[src/design/scaler_pkg.sv]
package scaler_pkg;

	typedef logic [7:0]  pixel_t;  // single-channel pixel.
	typedef logic [9:0]  dim_t;    // width, height, column or row.
	typedef logic [1:0]  phase_t;  // quarter-pixel phase.
	typedef logic [13:0] step_t;   // quarter-pixels per output pixel, 8 fractional bits.
	typedef logic [21:0] acc_t;    // walker position, same scaling as step_t.
	typedef logic [1:0]  slot_t;   // line buffer index.

	localparam int LINE_NUM   = 4;
	localparam int FRAC_BITS  = 8;
	localparam int LINE_DEPTH = 1024;

	// per-frame sequence: two divisions, then the walk, then a settle cycle.
	typedef enum logic [2:0] {
		ST_IDLE,
		ST_DIV_X,
		ST_DIV_Y,
		ST_RUN,
		ST_DRAIN
	} scaler_state_t;

endpackage

[src/design/frame_ctrl.sv]
`timescale 1ns/1ps

module frame_ctrl (
	input  logic clk,
	input  logic frm_resetn,
	input  logic i_fsync,
	input  logic i_div_done,
	input  logic i_frame_done,
	output logic o_div_start,
	output logic o_div_sel_y,
	output logic o_walk_en,
	output logic o_busy
);
	import scaler_pkg::*;

	scaler_state_t state;

	assign o_div_sel_y = (state == ST_DIV_Y); // also steers the second done to the y step.
	assign o_walk_en   = (state == ST_RUN);

	always_ff @(posedge clk) begin
		if (!frm_resetn) begin
			state       <= ST_IDLE;
			o_div_start <= 1'b0;
			o_busy      <= 1'b0;
		end else begin
			o_div_start <= 1'b0;
			if (i_fsync) begin
				state       <= ST_DIV_X; // a new frame aborts whatever is running.
				o_div_start <= 1'b1;
				o_busy      <= 1'b1;
			end else begin
				case (state)
				ST_DIV_X: begin
					if (i_div_done) begin
						state       <= ST_DIV_Y;
						o_div_start <= 1'b1;
					end
				end
				ST_DIV_Y: begin
					if (i_div_done)
						state <= ST_RUN;
				end
				ST_RUN: begin
					if (i_frame_done) begin // last output beat taken.
						state  <= ST_DRAIN;
						o_busy <= 1'b0;
					end
				end
				ST_DRAIN: state <= ST_IDLE;
				default:  state <= ST_IDLE;
				endcase
			end
		end
	end

	a_no_div_in_run: assert property (@(posedge clk) disable iff (!frm_resetn)
		(state == ST_RUN) |-> !(o_div_start || i_div_done));

endmodule

[config.mk]
export PLATFORM = sky130hd
export DESIGN_NAME = frame_ctrl
export DESIGN_NICKNAME = d
export VERILOG_FILES = /design/src/design/scaler_pkg.sv /design/src/design/frame_ctrl.sv
export SDC_FILE = /design/constraint.sdc
export NUM_CORES = 1
export LEC_CHECK = 0
export BUFFER_PORTS_ARGS = -buffer_cell sky130_fd_sc_hd__buf_2
export CAP_MARGIN = 20
export CORE_AREA = 2 2 39 41
export DETAILED_ROUTE_END_ITERATION = 8
export DIE_AREA = 0 0 41 43
export PLACE_DENSITY = 0.38
export SKIP_LAST_GASP = 1
export SYNTH_ARGS = -nofsm -noshare
export SYNTH_HDL_FRONTEND = slang
export SYNTH_SLANG_ARGS = --single-unit
[constraint.sdc]
create_clock -name clk -period 1.07 [get_ports clk]
set_clock_uncertainty 0.05 [all_clocks]
set_input_delay 0.107 -clock clk [delete_from_list [all_inputs] [get_ports clk]]
set_output_delay 0.107 -clock clk [all_outputs]
set_load 0.005 [all_outputs]
==> impl_metrics.py <==
metrics = {
    "floorplanning": {
        "start_util_pct": 15.2,
        "core_area_mm2": 0.00138,
        "std_cell_rows": 14,
        "chipWidth_um": 41,
        "fp.dieArea_mm2": 0.00176,
        "num_io_pins": 9,
        "die-height_um": 43,
    },
    "timing": {
        "setup_viol": 0,
        "worst_slack_ps": 9.56,
        "holdWs_ps": 79.5,
        "max-slew-margin-rel_pct": 85.2,
        "finalSetupTns_ps": 0,
        "fmax_ghz": 0.943,
        "worst_pin_slew_ps": 219,
        "hold_violations": 0,
        "fin_crit_sh_pct": 99.1,
        "finalCriticalPeriod_ps": 1060,
        "rsz0062_at_grt": "yes",
        "drv_slew": 0,
    },
    "cts": {
        "clk_pin_slew_ps": 40,
        "cts_sinks": 5,
        "clock_latency_ps": 230,
        "root_buffer": "clkbuf_4",
        "cts_tree": "built",
        "htreeDepth": 1,
        "clockBufferDepth": 2,
        "cts_inserted_buffers": 3,
    },
    "yosys": {
        "ys_seq_area_share_pct": 47.6,
        "netlist_top_cells_area": "dfxtp_1 (48%), nor3b_1 (7.1%), a21oi_1 (4.8%), a22o_2 (4.8%), and3b_2 (4.8%)",
        "synthesis.area_um2": 210,
        "synth_common_cells": "dfxtp_1 (5), a21oi_1 (2), nor3b_1 (2)",
        "synth_top_area_share_pct": 47.6,
        "post-synth-top-area-cell": "dfxtp_1",
        "avgSynthCellArea_um2": 10.0,
        "async_flop_share_pct": 0,
        "synth_nets": 26,
        "synth.most_common_cell": "dfxtp_1",
        "synth_cells": 21,
        "synth.distinct_cells": 15,
        "synth_edf_count": 0,
        "synth_ff_type": "dfxtp_1",
        "ys_warn_count": 0,
        "synth.ff_latch_count": 5,
    },
    "run": {
        "maxCapViolCount": 0,
    },
    "layout": {
        "num_antenna_cells": 0,
        "fillers": 152,
        "area_delta_synth_final_pct": 58.9,
        "design_area_um2": 334,
        "layout.cells.non_filler": 51,
        "num-nets-final": 41,
        "drive_gt1_share_pct": 54.3,
    },
    "worst_setup_path": {
        "crit_fanout": 6,
        "cp.required_ps": 910,
        "crit_end": "o_walk_en",
        "worst-setup-path-type": "reg -> out",
        "critPathCaptureType": "primary output",
        "r2r_end": "state[0]$_SDFFE_PN0P_",
        "crit_arrival_ps": 900,
        "reg2reg_depth": 3,
        "startpoint_type": "flip-flop",
        "r2r-start": "state[0]$_SDFFE_PN0P_",
        "rrSetupSlack_ps": 120,
        "critPathLaunch": "state[1]$_SDFFE_PP0P_",
    },
    "route": {
        "wirelength_um": 474,
        "dr_total_vias": 204,
        "drc": 0,
        "dr.pass1.iters": 2,
        "drtIter0Drc": 2,
        "avgViaCountPerCell": 4.00,
        "detail_route.wl_per_cell_um": 9.29,
        "ant_nets": 0,
    },
    "grt": {
        "grt_max_degree": 8,
        "antenna_found_initial": 0,
        "grt_overflow": 0,
        "grt_pass1_vias": 193,
        "grt_pass1_wl_um": 765,
        "grt_usage_pct": 6.72,
    },
    "placed_design": {
        "place.gp.congestion": 0.551,
        "place_ws_ps": 103,
        "place.port_buffers": 8,
        "placed_cell_area_um2": 270,
        "placed_cells": 45,
    },
    "pwr": {
        "ir_drop_mv": 0.422,
        "p_per_area_mw_per_mm2": 1370,
        "p_leak_nw": 0.144,
    },
    "min_path": {
        "min_path_type": "in -> reg",
    },
    "status": {
        "outcome": "finished clean",
    },
}
-- per-layer routing --
| layer | share of wire, % | vias up | GRT usage [%] | wire, um |
|---|---|---|---|---|
| met3 | 9.3 | 0 | 3.14 | 44 |
| li1 | - | 106 | - | - |
| met1 | 52 | 90 | 8.97 | 247 |
| met4 | 0 | 0 | 6.00 | 0 |
| met2 | 38 | 8 | 7.50 | 182 |
| met5 | 0 | - | 0 | 0 |
-- where the power goes --
part / switching [mW] / internal [mW] / total (mW)
registers: 0.00860 / 0.193 / 0.201
logic: 0.0183 / 0.0252 / 0.0436
clock network: 0.0720 / 0.141 / 0.213
total: 0.0990 / 0.359 / 0.457
-- through the flow --
step	util, %	power, mW
finish	24.1	0.457
global route	24.1	0.489
CTS	22.8	0.470
detailed placement	19.5	0.249
global placement	19.5	0.248
floorplan	-	0.227
-- flip-flops by register name, indices dropped and copies added, names as in the netlist --
signal       flops
o_busy           1
o_div_start      1
state            3
-- placed cells by master (no fill, tap or decap), types with 2 or more instances in the layout --
cell type | netlist | routed
dfxtp_1 | 5 | 2
dfxtp_4 | 0 | 3
clkbuf_4 | 0 | 3
a21oi_1 | 2 | 2
buf_2 | 0 | 7
buf_4 | 0 | 2
-- worst min path at each step --
stage | from | to | slack, ps | depth (start not counted)
detailed placement | i_fsync | o_div_start$_SDFF_PN0_ | 320 | 2
CTS | i_fsync | o_div_start$_SDFF_PN0_ | 80 | 2
global placement | i_fsync | o_div_start$_SDFF_PN0_ | 320 | 2
floorplan | frm_resetn | o_div_start$_SDFF_PN0_ | 170 | 1
global route | i_fsync | o_div_start$_SDFF_PN0_ | 80 | 2
finish | i_fsync | o_div_start$_SDFF_PN0_ | 80 | 2
-- kinds of logic (layout without fill, tap and decap cells) --
| logic type | Yosys count | in the layout | share of synthesized area (%) |
|---|---|---|---|
| AND/OR/NAND/NOR | 11 | 11 | 34.5 |
| flip-flops | 5 | 5 | 47.6 |
| AO/OA/AOI/OAI | 4 | 4 | 13.1 |
| multiplexers | 1 | 1 | 4.76 |
| buffers and inverters | 0 | 14 | 0 |
-- worst max-delay path, cell delays in order, from the launching register on --
cell and delay, ps:
dfxtp_4 350, and3b_2 210, buf_6 110
-- cell type report --
class,instances,area (um2),area share [%]
Tap cell,16,20.0,5.99
Multi-Input combinational cell,16,115,34.5
Timing Repair Buffer,10,61.3,18.4
Clock buffer,4,26.3,7.87
Sequential cell,5,111,33.3
-- repair_timing --
action,in CTS,in global routing
resized for setup,5,3
endpoints found under the setup margin,2,2
endpoints found under the hold margin,0,0
hold buffers,0,0
setup buffers,1,1
(Power assumes the default switching activity.)
