`src/design/scaler_pkg.sv`:
```
package scaler_pkg;

	typedef logic [7:0]  pixel_t;  // single-channel pixel.
	typedef logic [9:0]  dim_t;    // width, height, column or row.
	typedef logic [1:0]  phase_t;  // quarter-pixel phase.
	typedef logic [13:0] step_t;   // quarter-pixels per output pixel, 8 fractional bits.
	typedef logic [21:0] acc_t;    // walker position, same scaling as step_t.
	typedef logic [1:0]  slot_t;   // line buffer index.

	localparam int LINE_NUM   = 4;
	localparam int FRAC_BITS  = 8;
	localparam int LINE_DEPTH = 1024;

	// per-frame sequence: two divisions, then the walk, then a settle cycle.
	typedef enum logic [2:0] {
		ST_IDLE,
		ST_DIV_X,
		ST_DIV_Y,
		ST_RUN,
		ST_DRAIN
	} scaler_state_t;

endpackage

```
`src/design/step_divider.sv`:
```
`timescale 1ns/1ps

module step_divider (
	input  logic              clk,
	input  logic              frm_resetn,
	input  logic              i_start,
	input  scaler_pkg::dim_t  i_num,
	input  scaler_pkg::dim_t  i_den,
	output logic              o_done,
	output scaler_pkg::step_t o_quot
);
	import scaler_pkg::*;

	logic        busy;
	logic [3:0]  iter_cnt;
	dim_t        rem;
	dim_t        den_q;
	step_t       dvd;   // dividend bits still to be shifted in.
	logic [10:0] trial;
	logic        take;

	assign trial = {rem, dvd[$bits(step_t)-1]};
	assign take  = (trial >= {1'b0, den_q});

	always_ff @(posedge clk) begin
		if (!frm_resetn) begin
			busy     <= 1'b0;
			iter_cnt <= '0;
			o_done   <= 1'b0;
		end else begin
			o_done <= 1'b0;
			if (i_start) begin
				busy     <= 1'b1;
				iter_cnt <= 4'($bits(step_t));
			end else if (busy) begin
				iter_cnt <= iter_cnt - 1'b1;
				if (iter_cnt == 4'd1) begin
					busy   <= 1'b0;
					o_done <= 1'b1;
				end
			end
		end
	end

	// dividend is num * 1024; its upper six bits seed the remainder.
	always_ff @(posedge clk) begin
		if (i_start) begin
			rem   <= dim_t'(i_num[9:4]);
			dvd   <= {i_num[3:0], 10'd0};
			den_q <= i_den;
		end else if (busy) begin
			rem    <= take ? dim_t'(trial - {1'b0, den_q}) : trial[9:0];
			dvd    <= dvd << 1;
			o_quot <= {o_quot[$bits(step_t)-2:0], take};
		end
	end

	a_den_nonzero: assert property (@(posedge clk) disable iff (!frm_resetn)
		i_start |-> (i_den != '0));

endmodule

```
`config.mk`:
```
export PLATFORM = sky130hd
export DESIGN_NAME = step_divider
export DESIGN_NICKNAME = d
export VERILOG_FILES = /design/src/design/scaler_pkg.sv /design/src/design/step_divider.sv
export SDC_FILE = /design/constraint.sdc
export NUM_CORES = 1
export LEC_CHECK = 0
export BUFFER_PORTS_ARGS = -buffer_cell sky130_fd_sc_hd__buf_4
export CAP_MARGIN = 20
export CORE_MARGIN = 4
export CORE_UTILIZATION = 55
export CTS_CLUSTER_DIAMETER = 100
export CTS_CLUSTER_SIZE = 12
export DETAILED_ROUTE_END_ITERATION = 10
export GPL_ROUTABILITY_DRIVEN = 0
export GPL_TIMING_DRIVEN = 0
export PLACE_DENSITY = 0.83
export SETUP_SLACK_MARGIN = 0.05
export SLEW_MARGIN = 20
export SYNTH_ARGS = -nofsm -noshare
export SYNTH_HDL_FRONTEND = slang
export SYNTH_SLANG_ARGS = --single-unit
```
`constraint.sdc`:
```
create_clock -name clk -period 2.7 [get_ports clk]
set_input_delay 0.27 -clock clk [delete_from_list [all_inputs] [get_ports clk]]
set_output_delay 0.27 -clock clk [all_outputs]
set_load 0.05 [all_outputs]
```
==> impl_metrics.tcl <==
set metrics [dict create \
    fin_crit_ps 2530 \
    core_sq_um 3740 \
    drive_gt1_frac 0.284 \
    power.leakage_nw 1.05 \
    start_kind "flip-flop" \
    grt_max_degree 16 \
    multi_input_area_sq_um 881 \
    rows 22 \
    slew_headroom 0.502 \
    cp_slowest_stage_delay_ps 420 \
    arrival_ps 2590 \
    powerDensity_nw_per_um2 653 \
    crit_slowest_cell "edfxtp_1" \
    synthArstFlopShare 0 \
    grtUsageMet1 0.218 \
    fin_worst_skew_ps 7.42 \
    postSynthAreaPerCell_sq_um 12.3 \
    post-route-period-util 0.938 \
    finalHoldViolCount 0 \
    crit_chain "ha_1 -> o211ai_1 -> a21oi_2 -> o2111ai_2 -> a41oi_4 -> mux2_2 -> mux2_2" \
    peakVddDrop_v 0.000374 \
    routed_via_density 5.59 \
    setup_tns_ps 0 \
    critPathMostFrequentCell "mux2_2" \
    synth-seq-cells 44 \
    post_cts_buffers 0 \
    start_util 0.583 \
    setup_ws_ps 167 \
    worstSetupStartpoint "rem[1]" \
    cts_buffers 5 \
    final_max_slew_viol_count 0 \
    fp.dieW_um 71.0 \
    use_met3 0.0611 \
    h-tree-depth 2 \
    netlist_area_sq_um 2180 \
    synth_area_leader_cell "edfxtp_1" \
    synth_top_area_frac 0.468 \
    cts_tree "yes" \
    die_y_um 71.0 \
    grt_pass1_wl_mm 7.20 \
    die_area_sq_um 5040 \
    first_pass_iters 4 \
    worst-path-max-fanout 5 \
    clockBufferDepth 2 \
    first_iter_violations 91 \
    antenna_found_initial 0 \
    antenna_cells 0 \
    grt_use_total 0.186 \
    grt_pass1_vias 1545 \
    grt.overflow.total 0 \
    wl_per_cell_um 15.9 \
    syn-num-nets 213 \
    path_clk_slew_ps 80 \
    maxCapViolations 0 \
    critPathKind "flip-flop to flip-flop" \
    gr-usage-met2 0.311 \
    cts-root-buf "clkbuf_8" \
    fillers 284 \
    hold_buffers 0 \
    vias 1510 \
    io_pins 38 \
    clock.fmax_mhz 395 \
    ant_nets 0 \
    ys_warn_count 0 \
    yosysSeqAreaShare 0.560 \
    clk_latency_ps 300 \
    final_nets 257 \
    worstHoldStart "i_den[9]" \
    layout_commonest_cell "buf_4" \
    area.growth.synth_to_final_pct 19.6 \
    cp_top_family "compound AO/OA/AOI/OAI gates" \
    synth_enable_flop_cells 34 \
    drc 0 \
    seqCellArea_sq_um 1220 \
    netlist-cell-type-count 43 \
    end_kind "flip-flop" \
    hp-class "input port to flip-flop" \
    cts.sinks 44 \
    worst_pin_slew_ps 743 \
    r2r-start "rem[1]" \
    status "finished clean" \
    syn_inst 177 \
    path_buf_inv 0 \
    cp.required_ps 2760 \
    layout_common_cells "buf_4 (37), edfxtp_1 (34), inv_1 (16), nor2_1 (16), ha_1 (12)" \
    pre_cts_ws_ps 214 \
    synth_top_flop_cell "edfxtp_1" \
    final-setup-viol-count 0 \
    drt-total-wl_mm 4.28 \
    io_buffers 37 \
    dpl.hpwl_mm 3.11 \
    grt_busiest_layer "met2" \
    postLayoutCoreUtil 0.697 \
    synth_area_leaders "edfxtp_1 (47%), dfxtp_1 (9.2%), ha_1 (6.9%)" \
    rsz0062_at_grt "false" \
]
area by class of cell:
type,count,area share
buffer,5,0.0101
clock buffer,6,0.0278
clock inverter,2,0.00431
inverter,16,0.0230
multi-input combinational,112,0.337
sequential,44,0.468
tap,48,0.0230
timing repair buffer,37,0.106
per-layer routing:
layer | vias up | part of all wire
li1 | 729 | -
met2 | 31 | 0.53
met5 | - | 0
met3 | 11 | 0.043
met4 | 0 | 0.023
met1 | 739 | 0.40
per-stage QoR:
step           power [W]  hold slack [ps]  std cells  cell area [sq um]
3_3_place_gp     0.00129              437        262               2520
2_1_floorplan    0.00120              369        177               2180
6_report         0.00171              142        270               2610
5_1_grt          0.00181              119        270               2610
3_5_place_dp     0.00131              437        262               2520
4_1_cts          0.00172              133        270               2600
flip-flops by register name (all words and copies together) (netlist names):
name      count
busy          1
den_q        10
dvd           4
iter_cnt      4
o_done        1
o_quot       14
rem          10
worst paths after layout:
check	slack (ps)	cells past startpoint	endpoint
hold / removal	140	1	den_q[9]
setup reg to reg	170	7	rem[2]
setup / recovery	170	7	rem[2]
hold reg to reg	450	0	o_quot[8]
logic make-up (layout without fill, tap and decap cells):
family / after synthesis / count (layout) / synth area share
AOI/OAI and AO/OA: 32 / 32 / 0.116
xor gates and xnor gates: 7 / 7 / 0.0281
adders and majority gates: 13 / 13 / 0.0780
buffers and inverters: 21 / 66 / 0.0396
DFF: 44 / 44 / 0.560
muxes: 14 / 14 / 0.0700
and+or+nand+nor: 46 / 46 / 0.108
power by group:
group	leakage [nW]	switching [W]	total (W)	internal (W)
clock network	0.0388	0.000217	0.000396	0.000179
logic	0.603	0.000266	0.000481	0.000215
registers	0.412	0.0000312	0.000829	0.000797
total	1.05	0.000514	0.00171	0.00119
cell usage after synthesis (2+ instances only):
| cell | number |
|---|---|
| xor2_1 | 2 |
| nand2b_1 | 4 |
| o21ai_0 | 3 |
| a211oi_1 | 2 |
| xnor2_1 | 5 |
| edfxtp_1 | 34 |
| mux2_2 | 9 |
| nor2_1 | 16 |
| a21oi_1 | 10 |
| ha_1 | 12 |
| o211ai_1 | 2 |
| nor3b_1 | 2 |
| nand2_1 | 7 |
| inv_1 | 16 |
| mux2i_1 | 4 |
| o21a_1 | 5 |
| nor3_1 | 5 |
| nand4_1 | 2 |
| dfxtp_1 | 10 |
| nor2b_1 | 2 |
| clkbuf_1 | 3 |
timing repair:
action                                 CTS  global route
endpoints found under the hold margin    0             0
setup endpoints to repair                0             4
resized for setup                        0             1
No activity file was read; power rests on OpenSTA's default activity.
