===== config.mk =====
export PLATFORM = sky130hd
export DESIGN_NAME = output_relay
export DESIGN_NICKNAME = d
export VERILOG_FILES = /design/src/design/scaler_pkg.sv /design/src/design/output_relay.sv
export SDC_FILE = /design/constraint.sdc
export NUM_CORES = 1
export LEC_CHECK = 0
export BUFFER_PORTS_ARGS = -buffer_cell sky130_fd_sc_hd__buf_4
export CAP_MARGIN = 20
export CORE_MARGIN = 4
export CORE_UTILIZATION = 48
export CTS_CLUSTER_DIAMETER = 200
export DETAILED_ROUTE_END_ITERATION = 8
export PLACE_DENSITY = 0.75
export SETUP_SLACK_MARGIN = 0.05
export SLEW_MARGIN = 10
export SYNTH_ARGS = -nofsm -noshare
export SYNTH_HDL_FRONTEND = slang
export SYNTH_SLANG_ARGS = --single-unit

===== constraint.sdc =====
create_clock -name clk -period 2.4 [get_ports clk]
set_clock_uncertainty 0.15 [all_clocks]
set_input_delay 0.12 -clock clk [delete_from_list [all_inputs] [get_ports clk]]
set_output_delay 0.12 -clock clk [all_outputs]
set_load 0.01 [all_outputs]

===== src/design/scaler_pkg.sv =====
package scaler_pkg;

	typedef logic [7:0]  pixel_t;  // single-channel pixel.
	typedef logic [9:0]  dim_t;    // width, height, column or row.
	typedef logic [1:0]  phase_t;  // quarter-pixel phase.
	typedef logic [13:0] step_t;   // quarter-pixels per output pixel, 8 fractional bits.
	typedef logic [21:0] acc_t;    // walker position, same scaling as step_t.
	typedef logic [1:0]  slot_t;   // line buffer index.

	localparam int LINE_NUM   = 4;
	localparam int FRAC_BITS  = 8;
	localparam int LINE_DEPTH = 1024;

	// per-frame sequence: two divisions, then the walk, then a settle cycle.
	typedef enum logic [2:0] {
		ST_IDLE,
		ST_DIV_X,
		ST_DIV_Y,
		ST_RUN,
		ST_DRAIN
	} scaler_state_t;

endpackage


===== src/design/output_relay.sv =====
`timescale 1ns/1ps

module output_relay (
	input  logic               clk,
	input  logic               frm_resetn,
	input  logic               i_valid,
	input  logic               i_user,
	input  logic               i_last,
	input  logic               i_eof,
	input  scaler_pkg::pixel_t i_data,
	input  logic               i_ready,
	output logic               o_ready,
	output logic               o_valid,
	output logic               o_user,
	output logic               o_last,
	output logic               o_eof,
	output scaler_pkg::pixel_t o_data
);
	import scaler_pkg::*;

	logic   skid_valid;
	logic   skid_user, skid_last, skid_eof;
	pixel_t skid_data;

	assign o_ready = ~skid_valid; // straight from a flop.

	always_ff @(posedge clk) begin
		if (!frm_resetn) begin
			o_valid    <= 1'b0;
			skid_valid <= 1'b0;
		end else if (skid_valid) begin
			if (i_ready)
				skid_valid <= 1'b0;
		end else if (!o_valid || i_ready) begin
			o_valid <= i_valid;
		end else if (i_valid) begin
			skid_valid <= 1'b1;  // output held, park the beat.
		end
	end

	always_ff @(posedge clk) begin
		if (skid_valid) begin
			if (i_ready) begin
				o_data <= skid_data;
				o_user <= skid_user;
				o_last <= skid_last;
				o_eof  <= skid_eof;
			end
		end else if (!o_valid || i_ready) begin
			o_data <= i_data;
			o_user <= i_user;
			o_last <= i_last;
			o_eof  <= i_eof;
		end else begin
			skid_data <= i_data;
			skid_user <= i_user;
			skid_last <= i_last;
			skid_eof  <= i_eof;
		end
	end

	a_hold_stable: assert property (@(posedge clk) disable iff (!frm_resetn)
		(o_valid && !i_ready) |=> (o_valid && $stable({o_data, o_user, o_last, o_eof})));

endmodule


==> results by stage <==
Status:
- The flow ran to the end, and the final reports show no timing, DRC or antenna violations.

Cells and area:
- The net count of the finished layout is 109.
- The number of diodes added for antenna fixing is 0.
- The final standard cell area without fillers is 1370 sq um.
- From synthesis to final layout, the design area changed by 46.8%.
- The proportion of layout cells with a drive suffix above 1 is 0.495.
- The largest registers in the layout are o_data: 8 flops, skid_data: 8 flops.
- Counting the fill cells in the layout gives 118.

Synth:
- Yosys mapped a number of flops with a built-in enable equal to 22.
- In the post-synthesis netlist, the biggest area contributors are edfxtp_1 71%, mux2_4 8.1%, mux2_2 7.3%, dfxtp_1 4.3%, buf_12 2.2%.
- The cell accounting for the most synthesized area is edfxtp_1.
- The sequential-to-total area share from yosys stat is 0.753.
- The Yosys warning count is 0.
- The mapped cell area is 931 sq um.
- In the post-synthesis netlist, the cell with the most instances is edfxtp_1.
- In the synthesized netlist, the cells that appear most often are 22 x edfxtp_1, 6 x mux2_2, 5 x mux2_4, 2 x dfxtp_1, 2 x nor3b_1.
- The netlist uses 14 different library cells.
- The async set or reset register ratio after synthesis is 0.
- Each instance of the synthesized netlist takes up on average 20.2 sq um.
- For this run, the leading register cell type out of synthesis is edfxtp_1.
- Counting every instance in the synthesized netlist gives 46.
- Of the post-synthesis cell area, the dominant cell type holds 0.710.
- The net count after synthesis is 61.
- The number of flip-flops and latches in the synthesized netlist is 24.

Route:
- Once detail routing completed, the nets flagged for antenna violations numbered 0.
- After the first detailed-routing iteration, the DRC count stood at 2.
- Summing over every cut layer, the via total after detailed routing is 529.
- The routed design has 1640 microns of wire.
- The number of detailed-routing iterations run before antenna repair is 2.
- The final routed DRC violation total is 0.
- The average wire per cell in the routed design is 13.9 microns.
- Dividing the detail-routed via count by the number of cells gives 4.48.

CTS:
- The clock reaches the later pin of the worst-skew pair after 320 ps.
- Gates resized during post-CTS repair numbered 0.
- No sink is reached through more buffers than the 2 on the longest clock path.
- After clock tree synthesis, the clock-pin slew on the worst setup and hold paths is 130 ps.
- In this run the number of H-tree levels came out at 1.
- The root buffer cell chosen for the clock tree is clkbuf_4.
- The TritonCTS clock tree is built.
- The number of setup buffers added after CTS is 0.
- The clock drives 24 sinks.
- The number of CTS-inserted buffers is 3.

Critical path:
- For the worst setup path, the data arrival time is 2240 ps.
- In this run the worst path has a maximum fanout of 16.
- For the worst setup path, the data required time is 2470 ps.
- The kind of end point of the critical path is a register.
- The critical path in this run is classified as register to register.
- The kind of start point of the critical path is a register.

Floorplanning:
- The die width is 52.0 microns.
- The placement row count is 15.
- 28 I/O pins were placed.
- The die covers 2710 sq um.
- The floorplan step set the die height to 52.0 microns.
- The core region is 1780 sq um.
- The starting utilization of the core area is 0.522.

Global route:
- Entering global routing, the biggest net connects 17 pins.
- The number of global-route vias before repair was 590.
- The first-pass GRT wire length is 2700 microns.
- The overall overflow remaining after global route is 0.
- The overall global routing resource usage is 0.150.
- The initial antenna violation count is 0.

Hold path:
- The kind of path behind the tightest hold check is input port to register.

Placement:
- At the placement stage, the worst setup path has a slack of 729 ps.
- Buffers placed on the I/O ports in this run total 27.
- The routability congestion estimate is 0.633.
- The area after detailed placement is 1150 sq um.
- The HPWL after detailed placement is 1050 microns.

Timing:
- Of the available clock period, the critical path in the final layout requires 0.903.
- Setup repair after global routing left no endpoint under its margin.
- The number of endpoints with negative hold slack in the final report is 0.
- The minimum clock period after layout is 2170 ps.
- At the pin with the least slew margin, the transition time is 979 ps.
- The final setup violation count is 0.
- The normalized max-slew margin is 0.346.
- For the final routed database, the setup TNS stands at 0 ps.
- The final setup slack of the worst path is 234 ps.
- The maximum achievable frequency is 462 MHz.
- The final-report max-slew violation count is 0.

Power and ir drop:
- The static leakage is 0.544 nW.
- The total power divided by cell area is 655 nW/um^2.
- VDD sags by at most 0.489 mV.

Job:
- Across the run, the number of max-cap violations was 0.
## worst max-delay path: stages (launching register included)
cell and delay [ps]:
dfxtp_1 370, buf_4 250, nand3b_1 140, dlygate4sd3_1 560, o21ai_1 60, dlygate4sd3_1 550
## through the flow
stage	hold WS, ps	std cells	utilization	power, mW
3_5_place_dp	160	98	0.647	0.599
5_1_grt	360	118	0.766	0.939
2_1_floorplan	46.1	46	-	0.545
4_1_cts	364	118	0.766	0.902
3_3_place_gp	157	98	0.647	0.597
6_report	370	118	0.766	0.896
## routing by layer
metal / vias up / part of all wire / track usage
met5: - / 0 / 0
li1: 271 / - / -
met3: 4 / 0.062 / 0.0258
met4: 0 / 0.042 / 0.131
met1: 235 / 0.38 / 0.149
met2: 19 / 0.52 / 0.264
## cell families after synthesis
group           Yosys count  synth area share
mux                      11             0.153
simple gates              5            0.0376
flops                    24             0.753
compound gates            3            0.0188
buf+inv                   3            0.0376
## cells in the final DEF, fill, tap and decap left out
cell type	synthesis	routed
o21bai_1	1	1
dlygate4sd3_1	0	16
nand3b_1	1	1
nor3b_1	2	1
and2b_2	1	1
nor3b_2	0	1
inv_1	1	1
edfxtp_1	22	22
nand2_1	1	1
bufinv_16	0	1
a21oi_1	1	1
clkbuf_4	0	3
o21ai_1	1	1
mux2_2	6	6
mux2_4	5	5
buf_4	0	29
dfxtp_1	2	2
## where the power goes
part | total [mW] | internal (mW) | switching, mW
sequential | 0.495 | 0.487 | 0.00809
clock | 0.286 | 0.169 | 0.117
combinational | 0.114 | 0.0718 | 0.0425
## cell type report
class                   instances  area (sq um)  share of cell area
clock inverters                 1          30.0              0.0220
repair buffers                 45           378               0.277
multi-input cells              19           200               0.147
clock buffers                   3          22.5              0.0165
inverters                       1          3.75             0.00275
flip-flops and latches         24           701               0.513
well taps                      25          31.3              0.0229
## path summary, 6_finish.rpt
check	from	slack [ps]	cells after the start	to
worst min register to register	skid_data[6]	420	1	o_data[6]
worst max-delay path	skid_valid	230	5	o_valid
worst min-delay path	i_data[1]	370	2	skid_data[1]
worst max register to register	skid_valid	230	5	o_valid
## timing repair
action | CTS | global route
endpoints found under the setup margin | 0 | 0
hold endpoints to repair | 28 | 0
hold buffers | 16 | 0
Note: power is estimated with default switching activity, not from simulation.
