File: config.mk
export PLATFORM = sky130hd
export DESIGN_NAME = bilinear_pipe
export DESIGN_NICKNAME = d
export VERILOG_FILES = /design/src/design/scaler_pkg.sv /design/src/design/bilinear_pipe.sv
export SDC_FILE = /design/constraint.sdc
export NUM_CORES = 1
export LEC_CHECK = 0
export BUFFER_PORTS_ARGS = -buffer_cell sky130_fd_sc_hd__buf_2
export CAP_MARGIN = 20
export CORE_MARGIN = 2
export CORE_UTILIZATION = 45
export DETAILED_ROUTE_END_ITERATION = 8
export PLACE_DENSITY = 0.66
export SETUP_SLACK_MARGIN = 0.3
export SLEW_MARGIN = 20
export SYNTH_ARGS = -nofsm -noshare
export SYNTH_HDL_FRONTEND = slang
export SYNTH_SLANG_ARGS = --single-unit
export TNS_END_PERCENT = 50
File: constraint.sdc
create_clock -name clk -period 14.41 [get_ports clk]
set_clock_uncertainty 0.1 [all_clocks]
set_input_delay 2.882 -clock clk [delete_from_list [all_inputs] [get_ports clk]]
set_output_delay 2.882 -clock clk [all_outputs]
set_load 0.02 [all_outputs]
File: src/design/scaler_pkg.sv
package scaler_pkg;

	typedef logic [7:0]  pixel_t;  // single-channel pixel.
	typedef logic [9:0]  dim_t;    // width, height, column or row.
	typedef logic [1:0]  phase_t;  // quarter-pixel phase.
	typedef logic [13:0] step_t;   // quarter-pixels per output pixel, 8 fractional bits.
	typedef logic [21:0] acc_t;    // walker position, same scaling as step_t.
	typedef logic [1:0]  slot_t;   // line buffer index.

	localparam int LINE_NUM   = 4;
	localparam int FRAC_BITS  = 8;
	localparam int LINE_DEPTH = 1024;

	// per-frame sequence: two divisions, then the walk, then a settle cycle.
	typedef enum logic [2:0] {
		ST_IDLE,
		ST_DIV_X,
		ST_DIV_Y,
		ST_RUN,
		ST_DRAIN
	} scaler_state_t;

endpackage

File: src/design/bilinear_pipe.sv
`timescale 1ns/1ps

module bilinear_pipe (
	input  logic               clk,
	input  logic               frm_resetn,
	input  logic               i_valid,
	input  scaler_pkg::phase_t i_fx,
	input  scaler_pkg::phase_t i_fy,
	input  logic               i_user,
	input  logic               i_last,
	input  logic               i_eof,
	input  logic               i_rows_ready,
	input  scaler_pkg::pixel_t i_top0,
	input  scaler_pkg::pixel_t i_top1,
	input  scaler_pkg::pixel_t i_bot0,
	input  scaler_pkg::pixel_t i_bot1,
	input  logic               i_out_ready,
	output logic               o_ready,
	output logic               o_rd_en,
	output logic               o_out_valid,
	output logic               o_out_user,
	output logic               o_out_last,
	output logic               o_out_eof,
	output scaler_pkg::pixel_t o_out_data
);
	import scaler_pkg::*;

	logic   pipe_en;
	logic   s0_valid, s0_user, s0_last, s0_eof;
	phase_t s0_fx, s0_fy;
	logic   s1_valid, s1_user, s1_last, s1_eof;
	phase_t s1_fy;
	pixel_t s1_top, s1_bot;

	// weights 4-f and f, truncated.
	function automatic pixel_t interp(input phase_t f, input pixel_t a, input pixel_t b);
		logic [9:0] sum;
		sum = 10'(a) * 10'(3'd4 - f) + 10'(b) * 10'(f);
		return sum[9:2];
	endfunction

	assign pipe_en = ~o_out_valid | i_out_ready;
	assign o_ready = i_rows_ready & pipe_en;
	assign o_rd_en = i_valid & o_ready;  // bank data arrives with stage 0.

	always_ff @(posedge clk) begin
		if (!frm_resetn) begin
			s0_valid    <= 1'b0;
			s1_valid    <= 1'b0;
			o_out_valid <= 1'b0;
		end else if (pipe_en) begin
			s0_valid    <= o_rd_en;
			s1_valid    <= s0_valid;
			o_out_valid <= s1_valid;
		end
	end

	always_ff @(posedge clk) begin
		if (pipe_en) begin
			s0_fx   <= i_fx;
			s0_fy   <= i_fy;
			s0_user <= i_user;
			s0_last <= i_last;
			s0_eof  <= i_eof;

			s1_top  <= interp(s0_fx, i_top0, i_top1);
			s1_bot  <= interp(s0_fx, i_bot0, i_bot1);
			s1_fy   <= s0_fy;
			s1_user <= s0_user;
			s1_last <= s0_last;
			s1_eof  <= s0_eof;

			o_out_data <= interp(s1_fy, s1_top, s1_bot);
			o_out_user <= s1_user;
			o_out_last <= s1_last;
			o_out_eof  <= s1_eof;
		end
	end

endmodule

==> impl_metrics.tcl <==
set metrics [dict create \
    grt_pass1_vias 3525 \
    fin_tns_setup_ns 0 \
    finalCritPeriodShare_pct 48.3 \
    met3_usage_pct 1.97 \
    drc 0 \
    synth_edf_count 39 \
    crit_fanout 42 \
    dp_slack_ns 7.45 \
    met2_usage_pct 26.9 \
    wire_per_inst_um 11.7 \
    timing.critical_path.mode_cell "buf_2" \
    gp_congestion 0.755 \
    synth_top_area_share_pct 23.4 \
    rows 39 \
    cts_tree "yes" \
    worst_pin_slew_ns 0.831 \
    top_usage_layer "met2" \
    use_met1_pct 17.8 \
    startpoint "i_out_ready" \
    gr-total-overflow 0 \
    synth.distinct_cells 34 \
    clock_tree.buffer_depth 2 \
    hold_viol 0 \
    finalWorstSetupSlack_ns 7.45 \
    cts_inserted_buffers 5 \
    initial_core_util_pct 45.6 \
    synth_area_per_cell_sq_um 10.2 \
    clk_latency_ns 0.28 \
    layout-drive-gt1-share_pct 12.1 \
    power_leakage_nw 2.86 \
    diodes 0 \
    ff2ff_path_depth 15 \
    max_stage_delay_ns 0.29 \
    max-slew-margin-rel_pct 44.6 \
    cts_resized 0 \
    vias_per_cell 4.74 \
    placed_cells 699 \
    dieHeight_um 111 \
    outcome "complete, no violations" \
    synth_cells 505 \
    stdcell_count 707 \
    min_path_cells 0 \
    dpl_cell_area_sq_um 5590 \
    grt_usage_pct 14.4 \
    io_buffers 57 \
    ys_seq_area_share_pct 23.9 \
    final_nets 740 \
    grt_max_degree 43 \
    hold_class "reg2reg" \
    cts.clk_slew.worst_paths_ns 0.06 \
    r2r_slack_ns 8.91 \
    ctsHoldBuffers 0 \
    path_cells "buf_2 -> nor2b_1 -> inv_1 -> buf_4 -> and3_1 -> buf_2" \
    vdd_drop_max_v 0.000113 \
    yosys_register_bits 42 \
    final_area_sq_um 5730 \
    coreArea_sq_um 11300 \
    start_kind "primary input" \
    die_area_sq_um 12300 \
    wl_um 8260 \
    hp-start "s1_eof" \
    critical_path_arrival_ns 3.97 \
    synthesis.area_sq_um 5140 \
    r2r_start "s0_fx[0]" \
    drtPass1Iterations 4 \
    drv_cap 0 \
    setup_viol 0 \
    rsz0062_at_grt "no" \
    antenna_found_initial 0 \
    vias 3351 \
    synth_area_leader_cell "fa_1" \
    die_w_um 111 \
    max_freq_mhz 144 \
    hold_ws_ns 0.317 \
    h-tree-depth 2 \
    area_growth_pct 11.5 \
    synth.net_count 682 \
    p_per_area_nw_per_um2 168 \
    maxSlewViolCount 0 \
    fin_crit_ns 6.96 \
    clock_sinks 42 \
    cts_post_setup_buffers_inserted 0 \
    async_reset_ff_share_pct 0 \
    worstSetupEndpointType "primary output" \
    ctsRootBufferMaster "clkbuf_16" \
    synth_area_leaders "fa_1 (23%), edfxtp_1 (23%), ha_1 (18%)" \
    synthFlopType "edfxtp_1" \
    dp_hpwl_um 7260 \
    synth_warnings 0 \
    cp_slowest_cell "buf_4" \
    ant_nets 0 \
    ios 58 \
    grt_pass1_wl_um 14800 \
    rr_endpoint "s1_top[7]" \
    crit_type "in2out" \
    cp.required_ns 11.43 \
    drt-initial-drc-count 81 \
    whs_endpoint "o_out_eof" \
]
cell families after synthesis:
group / after synthesis / share of synthesized area (%)
and+or+nand+nor: 155 / 17.2
adders and majority gates: 133 / 41.1
buffers and inverters: 115 / 8.39
DFF: 42 / 23.9
AOI/OAI and AO/OA: 34 / 4.89
xor gates and xnor gates: 26 / 4.43
Yosys cell counts (7+ instances only):
cell	n
and2_1	101
clkbuf_1	7
edfxtp_1	39
fa_1	60
ha_1	73
inv_1	108
nand2_1	20
nor2_1	9
xnor2_1	19
xor2_1	7
layout make-up:
type	count	area [sq um]
repair buffers	58	293
clock inverters	3	18.8
clock buffers	5	125
inverters	108	405
multi-input cells	348	3480
fillers	1043	5540
flip-flops and latches	42	1230
well taps	143	179
per-layer routing:
| layer | part of all wire, % | routed length, um |
|---|---|---|
| met1 | 45 | 3700 |
| met2 | 51 | 4230 |
| met3 | 3.1 | 256 |
| met4 | 0.78 | 64 |
| met5 | 0 | 0 |
through the flow:
| step | util (%) | total power, W |
|---|---|---|
| 6_report | 50.9 | 0.000963 |
| 3_3_place_gp | 49.6 | 0.000837 |
| 2_1_floorplan | - | 0.000734 |
| 5_1_grt | 50.9 | 0.00109 |
| 3_5_place_dp | 49.6 | 0.000866 |
| 4_1_cts | 50.9 | 0.000979 |
sequential cells by signal, indices dropped and copies added, names as in the netlist:
name         flops
s1_bot           8
o_out_last       1
s0_fx            2
o_out_eof        1
s1_eof           1
s1_valid         1
o_out_user       1
s0_eof           1
o_out_data       8
s0_fy            2
s1_last          1
s1_fy            2
s0_user          1
s1_top           8
s1_user          1
s0_valid         1
o_out_valid      1
s0_last          1
worst max-delay path by stage:
stage | end | depth (start not counted)
after floorplan | o_rd_en | 3
after global placement | o_rd_en | 6
after detailed placement | o_rd_en | 6
after CTS | o_rd_en | 6
after global routing | o_rd_en | 6
final | o_rd_en | 6
power breakdown:
part / switching [W] / internal [W] / total (W)
clock: 0.0000433 / 0.0000640 / 0.000107
combinational: 0.000342 / 0.000286 / 0.000628
sequential: 0.0000182 / 0.000209 / 0.000227
layout by cell type (no fill, tap or decap), types with 7 or more instances in the layout:
cell	n
ha_1	73
and2_1	101
xor2_1	7
xnor2_1	19
fa_1	60
inv_1	108
edfxtp_1	39
nand2_1	20
nor2_1	9
buf_2	57
worst max-delay path: cells and delay by family:
| kind | cells | cell delay, ns |
|---|---|---|
| buffers and inverters | 4 | 0.61 |
| AND/OR/NAND/NOR | 2 | 0.48 |
Note: power is estimated with default switching activity, not from simulation.
