`config.mk`:
```
export PLATFORM = sky130hd
export DESIGN_NAME = coord_walker
export DESIGN_NICKNAME = d
export VERILOG_FILES = /design/src/design/scaler_pkg.sv /design/src/design/coord_walker.sv
export SDC_FILE = /design/constraint.sdc
export NUM_CORES = 1
export LEC_CHECK = 0
export ABC_CLOCK_PERIOD_IN_PS = 3050
export BUFFER_PORTS_ARGS = -buffer_cell sky130_fd_sc_hd__buf_2
export CAP_MARGIN = 25
export CORE_MARGIN = 4
export CORE_UTILIZATION = 40
export DETAILED_ROUTE_END_ITERATION = 12
export GPL_TIMING_DRIVEN = 0
export PLACE_DENSITY = 0.66
export SYNTH_ARGS = -nofsm -noshare
export SYNTH_HDL_FRONTEND = slang
export SYNTH_SLANG_ARGS = --single-unit
```
`constraint.sdc`:
```
create_clock -name clk -period 3.05 [get_ports clk]
set_input_delay 0.305 -clock clk [delete_from_list [all_inputs] [get_ports clk]]
set_output_delay 0.305 -clock clk [all_outputs]
set_load 0.03 [all_outputs]
```
`src/design/scaler_pkg.sv`:
```
package scaler_pkg;

	typedef logic [7:0]  pixel_t;  // single-channel pixel.
	typedef logic [9:0]  dim_t;    // width, height, column or row.
	typedef logic [1:0]  phase_t;  // quarter-pixel phase.
	typedef logic [13:0] step_t;   // quarter-pixels per output pixel, 8 fractional bits.
	typedef logic [21:0] acc_t;    // walker position, same scaling as step_t.
	typedef logic [1:0]  slot_t;   // line buffer index.

	localparam int LINE_NUM   = 4;
	localparam int FRAC_BITS  = 8;
	localparam int LINE_DEPTH = 1024;

	// per-frame sequence: two divisions, then the walk, then a settle cycle.
	typedef enum logic [2:0] {
		ST_IDLE,
		ST_DIV_X,
		ST_DIV_Y,
		ST_RUN,
		ST_DRAIN
	} scaler_state_t;

endpackage

```
`src/design/coord_walker.sv`:
```
`timescale 1ns/1ps

module coord_walker (
	input  logic               clk,
	input  logic               frm_resetn,
	input  logic               i_en,
	input  logic               i_load_x,
	input  logic               i_load_y,
	input  scaler_pkg::step_t  i_step,
	input  scaler_pkg::dim_t   i_s_width,
	input  scaler_pkg::dim_t   i_s_height,
	input  scaler_pkg::dim_t   i_m_width,
	input  scaler_pkg::dim_t   i_m_height,
	input  logic               i_ready,
	output logic               o_valid,
	output logic               o_user,
	output logic               o_last,
	output logic               o_eof,
	output scaler_pkg::dim_t   o_x0,
	output scaler_pkg::dim_t   o_x1,
	output scaler_pkg::dim_t   o_y0,
	output scaler_pkg::dim_t   o_y1,
	output scaler_pkg::phase_t o_fx,
	output scaler_pkg::phase_t o_fy
);
	import scaler_pkg::*;

	step_t step_x;
	step_t step_y;
	acc_t  acc_x;
	acc_t  acc_y;
	dim_t  dst_col;
	dim_t  dst_row;
	logic  fin;
	logic  adv;

	assign o_valid = i_en & ~fin;
	assign adv     = o_valid & i_ready;

	assign o_user = (dst_col == '0) && (dst_row == '0);
	assign o_last = (dst_col == i_m_width - 1'b1);
	assign o_eof  = o_last && (dst_row == i_m_height - 1'b1);

	// integer part sits above the quarter phase and the fraction.
	assign o_x0 = acc_x[FRAC_BITS + 2 +: $bits(dim_t)];
	assign o_y0 = acc_y[FRAC_BITS + 2 +: $bits(dim_t)];
	assign o_fx = acc_x[FRAC_BITS +: $bits(phase_t)];
	assign o_fy = acc_y[FRAC_BITS +: $bits(phase_t)];

	assign o_x1 = (o_x0 >= i_s_width - 1'b1) ? o_x0 : o_x0 + 1'b1;  // clamp at the edge.
	assign o_y1 = (o_y0 >= i_s_height - 1'b1) ? o_y0 : o_y0 + 1'b1;

	always_ff @(posedge clk) begin
		if (i_load_x)
			step_x <= i_step;
		if (i_load_y)
			step_y <= i_step;
	end

	always_ff @(posedge clk) begin
		if (!frm_resetn) begin
			acc_x   <= '0;
			acc_y   <= '0;
			dst_col <= '0;
			dst_row <= '0;
			fin     <= 1'b0;
		end else if (adv) begin
			if (o_last) begin
				acc_x   <= '0;
				dst_col <= '0;
				acc_y   <= acc_y + acc_t'(step_y);
				dst_row <= dst_row + 1'b1;
			end else begin
				acc_x   <= acc_x + acc_t'(step_x);
				dst_col <= dst_col + 1'b1;
			end
			if (o_eof)
				fin <= 1'b1; // walk complete until the next frame.
		end
	end

endmodule

```
==> results of run 1 <==
what timing repair did:
action	in CTS	in global routing
setup buffers	15	6
gates resized for setup	47	29
pin swaps	15	10
setup endpoints to repair	43	28
worst register-to-register path, stage by stage (launching register included):
cell and delay (ns):
dfxtp_1 0.30, clkbuf_1 0.28, xnor2_1 0.16, or3_1 0.32, o32ai_1 0.27, o22a_1 0.35
nand2_1 0.18, and3_1 0.20, clkbuf_1 0.20, buf_2 0.25, a22o_1 0.20
power breakdown:
part	switching, mW	internal [mW]
logic	0.308	0.248
registers	0.0395	1.27
clock network	0.481	0.665
cells in the mapped netlist (12+ instances only):
cell | instances | area, um2
buf_4 | 24 | 180
edfxtp_1 | 28 | 841
nor4_1 | 12 | 75.1
a211oi_1 | 12 | 90.1
a21oi_1 | 41 | 205
a22o_1 | 16 | 140
dfxtp_1 | 61 | 1220
nor3_1 | 18 | 90.1
or4_1 | 13 | 97.6
ha_1 | 58 | 726
inv_1 | 36 | 135
nand2_1 | 40 | 150
nand4_1 | 18 | 113
a21o_1 | 12 | 90.1
mux2i_1 | 14 | 140
nand3_1 | 18 | 90.1
or3_1 | 12 | 75.1
nor2_1 | 58 | 218
xor2_1 | 41 | 359
o21ai_0 | 25 | 125
xnor2_1 | 51 | 447
clkbuf_1 | 13 | 48.8
cell type report:
cell class,instances,area [um2],share of cell area
multi-input cells,564,4400,0.532
plain buffers,43,259,0.0313
clock inverters,5,61.3,0.00742
well taps,216,270,0.0327
inverters,36,155,0.0188
flip-flops and latches,89,2060,0.250
repair buffers,127,817,0.0988
clock buffers,11,243,0.0294
cells by family after synthesis:
| logic type | Yosys count | share of synthesized area |
|---|---|---|
| simple gates | 232 | 0.187 |
| mux | 17 | 0.0267 |
| compound gates | 163 | 0.169 |
| buf+inv | 79 | 0.0605 |
| flops | 89 | 0.316 |
| fa+ha+maj | 60 | 0.117 |
| xor+xnor | 92 | 0.124 |
worst max path at each step:
stage                             from      end  slack [ns]  cells after the start
after global routing      i_s_width[5]  o_x1[6]       -0.39                     12
after global placement    i_s_width[5]  o_x1[6]       -0.50                     12
after floorplan           i_s_width[5]  o_x1[6]        -0.1                     10
after CTS                 i_s_width[5]  o_x1[4]       -0.25                     13
final                     i_s_width[5]  o_x1[3]       -0.29                     13
after detailed placement  i_s_width[5]  o_x1[6]       -0.50                     12
sequential cells by signal, summed over array words and instances (netlist names):
register  count
acc_x        20
step_y       14
acc_y        20
dst_col      10
step_x       14
dst_row      10
fin           1
placed cells by master (no fill, tap or decap), types with 7 or more instances in the layout:
cell and instances:
and3_1 8, o21a_1 11, a211oi_1 12, dfxtp_1 60
nor3_1 14, buf_4 49, nor2_1 54, mux2i_1 14
buf_6 15, a21o_1 12, o31ai_1 10, nand2b_1 11
nand4_1 18, nor4_1 8, inv_1 34, a22o_1 16
or3_1 9, xor2_1 39, clkbuf_16 9, a21oi_1 39
ha_1 55, nand2_1 39, clkbuf_1 14, nand3_1 16
or4_1 10, buf_2 91, nor2b_1 7, xnor2_2 8
xnor2_1 42, o21ai_0 24, edfxtp_1 28
metrics by stage:
stage | util | power (mW) | hold WS [ns] | setup slack [ns] | setup TNS (ns)
6_report | 0.519 | 3.01 | 0.159 | -0.287 | -2.99
5_1_grt | 0.519 | 3.17 | 0.148 | -0.392 | -4.62
4_1_cts | 0.507 | 3.03 | 0.148 | -0.252 | -2.45
3_5_place_dp | 0.470 | 1.86 | 0.464 | -0.499 | -21.53
3_3_place_gp | 0.470 | 1.86 | 0.460 | -0.503 | -22.58
2_1_floorplan | - | 1.70 | 0.404 | -0.0986 | -0.542
metal layers:
metal | vias to the layer above | track usage | share of wire
met4 | 0 | 0.0409 | 0.012
li1 | 2939 | - | -
met3 | 13 | 0.0331 | 0.042
met5 | - | 0 | 0
met1 | 2687 | 0.232 | 0.47
met2 | 123 | 0.293 | 0.48
==> impl_metrics.tcl, run 1 <==
set metrics [dict create \
    synth_edf_count 28 \
    r2r_slack_ns 0.23 \
    report.final.hold_viol_count 0 \
    cts_buffer_depth 2 \
    port_buffers 107 \
    crit_chain "buf_6 > or4_4 > nor3_4 > nand2_1 > xor2_1 > ha_2 > or3_4 > or3_4 > o21ai_4 > buf_4 > nand4_1 > xnor2_2 > buf_4" \
    placed_cells 1055 \
    num-nets-final 990 \
    cts_sinks 89 \
    numCtsBuffers 9 \
    routed_wl_um 16100 \
    drt-wirelength-per-cell_um 14.8 \
    dp_hpwl_um 12100 \
    tightest_slew_ns 0.664 \
    relSlewSlack 0.557 \
    setup_viol 16 \
    synth-async-reset-ratio 0 \
    clk_pin_slew_ns 0.06 \
    end_kind "output pin" \
    syn_avg_cell_area_um2 8.91 \
    crit_buf_inv 3 \
    outcome "finished, violations left" \
    grt_pass1_vias 5430 \
    core_area_um2 15900 \
    hold_path.class "input pin to flip-flop" \
    synth-seq-area-share 0.316 \
    cts_hold_buf 0 \
    min_from "i_step[1]" \
    crit_path_start_kind "input pin" \
    die_w_um 136 \
    overflow 0 \
    fin_crit_ns 3.34 \
    reg2reg_depth 10 \
    setup_slack_ns -0.287 \
    antenna_found_initial 0 \
    vias_per_cell 5.28 \
    worstPathRequired_ns 2.74 \
    antenna_left 0 \
    fin_skew_ns 0.0107 \
    synth_cells 732 \
    fin_area_um2 8270 \
    syn_area_um2 6520 \
    hold_depth 1 \
    maxCapViolCount 0 \
    finalMaxSlewViolations 0 \
    drc_errors 0 \
    root_buffer "clkbuf_16" \
    critPathMaxStageDelay_ns 0.57 \
    grt_max_degree 16 \
    violations "setup timing" \
    ys_types 58 \
    start_util 0.409 \
    r2r-start "dst_col[6]" \
    dieArea_um2 18400 \
    syn_nets 852 \
    vdd_drop_max_uv 450 \
    fmax_mhz 300 \
    placed_cell_area_um2 7490 \
    hold_end "step_x[1]" \
    grtUsageTotal 0.174 \
    diodes 0 \
    htree_num_levels 3 \
    ys_ff_latch 89 \
    dr.pass1.iters 5 \
    cts_tree "built" \
    clk_latency_ns 0.35 \
    die_y_um 136 \
    arrival_ns 3.03 \
    synth_warnings 0 \
    place_congestion 0.836 \
    vias 5762 \
    instances_no_fill 1091 \
    area_growth_pct 26.8 \
    grt_setup_unrepaired "true" \
    grt_pass1_wl_um 26200 \
    reg2reg_to "acc_x[12]" \
    critical_path.top_delay_family "simple AND/OR/NAND/NOR gates" \
    synth_top_flop_cell "dfxtp_1" \
    drive_gt1_frac 0.256 \
    crit_fanout 5 \
    p_per_area_nw_per_um2 365 \
    period_share 1.09 \
    num_rows 46 \
    crit_slowest_cell "or4_4" \
    fill_cells 1496 \
    initialDrtViolationCount 247 \
    p_leak_nw 3.74 \
    worstSetupPathType "input pin to output pin" \
    io_pins 108 \
]
Power figures use the tool's default switching activity.
==> inputs of run 2 (changes only) <==
--- a/config.mk
+++ b/config.mk
@@ -8,11 +8,14 @@
 export ABC_CLOCK_PERIOD_IN_PS = 3050
 export BUFFER_PORTS_ARGS = -buffer_cell sky130_fd_sc_hd__buf_2
 export CAP_MARGIN = 25
+export CELL_PAD_IN_SITES_DETAIL_PLACEMENT = 1
+export CELL_PAD_IN_SITES_GLOBAL_PLACEMENT = 2
 export CORE_MARGIN = 4
-export CORE_UTILIZATION = 40
+export CORE_UTILIZATION = 32
 export DETAILED_ROUTE_END_ITERATION = 12
 export GPL_TIMING_DRIVEN = 0
-export PLACE_DENSITY = 0.66
+export PLACE_DENSITY = 0.82
+export SETUP_SLACK_MARGIN = 0.15
 export SYNTH_ARGS = -nofsm -noshare
 export SYNTH_HDL_FRONTEND = slang
 export SYNTH_SLANG_ARGS = --single-unit
==> run 2 against run 1 <==
The flow still finishes with violations (setup timing). Critical path depth unchanged. First-iteration DRC count is 25% lower. Routed wire length grew 17%. Count of clock-buffer cells in the layout is 1 higher. Sequential power is essentially flat. Setup slack got worse by 0.058 ns. Non-clock buffer count stayed put. Sequential share of layout area shrank 0.50 points. Clock skew decreased by 0.00098 ns. Maximum frequency decreased by 1.7%. Global-route usage is 0.91 points lower. Combinational power rose by 4.7%.
==> impl_metrics.tcl, run 2 (synthesis gave the netlist of run 1 again) <==
set metrics [dict create \
    p_leak_nw 3.75 \
    final_cell_mix "85 x buf_2, 61 x dfxtp_1, 55 x ha_1, 53 x nor2_1, 43 x buf_4" \
    holdWs_ns 0.154 \
    antenna_left 0 \
    crit_buf_inv 3 \
    dr.pass1.iters 4 \
    numCtsBuffers 9 \
    grt_setup_unrepaired "true" \
    core_area_um2 19700 \
    final_common_cell "buf_2" \
    worstPathRequired_ns 2.74 \
    seq_power_share 0.446 \
    maxCapViolCount 0 \
    hold_path.class "input pin to flip-flop" \
    grt_pass1_wl_um 30200 \
    start_util 0.331 \
    tightest_slew_ns 0.695 \
    netSwitchingFraction 0.284 \
    crit_top_cell "or3_4" \
    drive_gt1_frac 0.269 \
    die_y_um 151 \
    port_buffers 107 \
    critical_path.top_delay_family "simple AND/OR/NAND/NOR gates" \
    vias 5825 \
    grt_max_degree 15 \
    internal_power_mw 2.11 \
    crit_chain "buf_8 > or4_4 > nor3_4 > nand2_1 > xor2_1 > ha_2 > or3_4 > or3_4 > o21ai_4 > buf_12 > nand4_1 > xnor2_2 > buf_6" \
    instances_no_fill 1140 \
    root_buffer "clkbuf_16" \
    dp_hpwl_um 14200 \
    area_growth_pct 29.3 \
    cts_buffer_depth 2 \
    critPathMaxStageDelay_ns 0.57 \
    p_per_area_nw_per_um2 349 \
    fin_crit_ns 3.40 \
    finalMaxSlewViolations 0 \
    arrival_ns 3.09 \
    htree_num_levels 3 \
    vdd_drop_max_uv 284 \
    placed_cells 1104 \
    clk_pin_slew_ns 0.07 \
    relSlewSlack 0.537 \
    num_rows 51 \
    drt-wirelength-per-cell_um 16.5 \
    drc_errors 0 \
    crit_fanout 5 \
    io_pins 108 \
    place_congestion 0.852 \
    setup_viol 17 \
    initialDrtViolationCount 185 \
    p_sw_mw 0.836 \
    grtUsageTotal 0.165 \
    fmax_mhz 295 \
    finalPower_mw 2.94 \
    diodes 0 \
    crit_slowest_cell "or4_4" \
    outcome "finished, violations left" \
    violations "setup timing" \
    clk_latency_ns 0.34 \
    num-nets-final 990 \
    dieArea_um2 22700 \
    die_w_um 151 \
    pre_cts_ws_ns -0.523 \
    worstSetupPathType "input pin to output pin" \
    overflow 0 \
    vias_per_cell 5.11 \
    routed_wl_um 18800 \
    clockPowerShare 0.356 \
    crit_path_start_kind "input pin" \
    fin_skew_ns 0.00976 \
    antenna_found_initial 0 \
    combinationalPowerShare 0.198 \
    end_kind "output pin" \
    setup_slack_ns -0.345 \
    top_regs "acc_x x20, acc_y x20" \
    period_share 1.11 \
    report.final.hold_viol_count 0 \
    grt_pass1_vias 5821 \
    cts_sinks 89 \
    cts_tree "built" \
]
-- run 2: cell count changes in the layout (fill, tap and decap cells not counted), moves of 3 or more --
cell / previous run / this run
buf_6: 15 / 23
a21oi_2: 1 / 4
buf_2: 91 / 85
nand2_1: 39 / 36
buf_4: 49 / 43
clkbuf_4: 0 / 3
-- run 2: timing repair --
action                                  4_1_cts  5_1_grt
setup buffers                                16        4
endpoints found under the setup margin       78       65
hold buffers                                  0        0
gates resized for setup                      76       27
pin swaps                                    18       11
-- run 2: final cells by class --
type	count	area, um2
multi-input combinational	564	4470
buffer	43	275
inverter	36	155
timing repair buffer	127	861
clock buffer	12	246
sequential	89	2060
fill	2307	11300
clock inverter	4	27.5
tap	265	332
-- run 2: path summary, 6_finish.rpt --
path,to,from,slack (ns),depth (start not counted)
setup / recovery,o_x1[4],i_s_width[5],-0.35,13
hold reg to reg,acc_x[4],acc_x[4],0.49,1
hold / removal,step_y[7],i_step[7],0.15,1
setup reg to reg,acc_y[10],step_y[6],0.33,7
-- run 2: metal layers --
| metal | vias to the layer above | global-route usage | wire length, um |
|---|---|---|---|
| li1 | 2935 | - | - |
| met1 | 2795 | 0.232 | 9240 |
| met2 | 80 | 0.270 | 8780 |
| met3 | 15 | 0.0250 | 564 |
| met4 | 0 | 0.0322 | 218 |
| met5 | - | 0 | 0 |
-- run 2: power by group through the flow --
stage	Clock (mW)	Combinational [mW]	Sequential, mW
global route	1.13	0.650	1.32
global placement	0	0.534	1.34
finish	1.05	0.582	1.31
floorplan	0	0.375	1.32
CTS	1.07	0.577	1.31
detailed placement	0	0.544	1.34
-- run 2: worst reg2reg max path, cell delays in order (launching register included) --
cell and delay (ns):
edfxtp_1 0.37, ha_1 0.23, or2_2 0.32, o221ai_1 0.51, a22oi_1 0.38, a2111o_1 0.49, a31o_2 0.21, a21oi_1 0.13
-- run 2: through the flow --
stage | instance area (um2) | utilization | setup TNS [ns]
2_1_floorplan | 6740 | - | -0.568
3_3_place_gp | 7600 | 0.386 | -28.64
3_5_place_dp | 7600 | 0.386 | -30.02
4_1_cts | 8320 | 0.422 | -3.45
5_1_grt | 8430 | 0.428 | -5.58
6_report | 8430 | 0.428 | -3.95
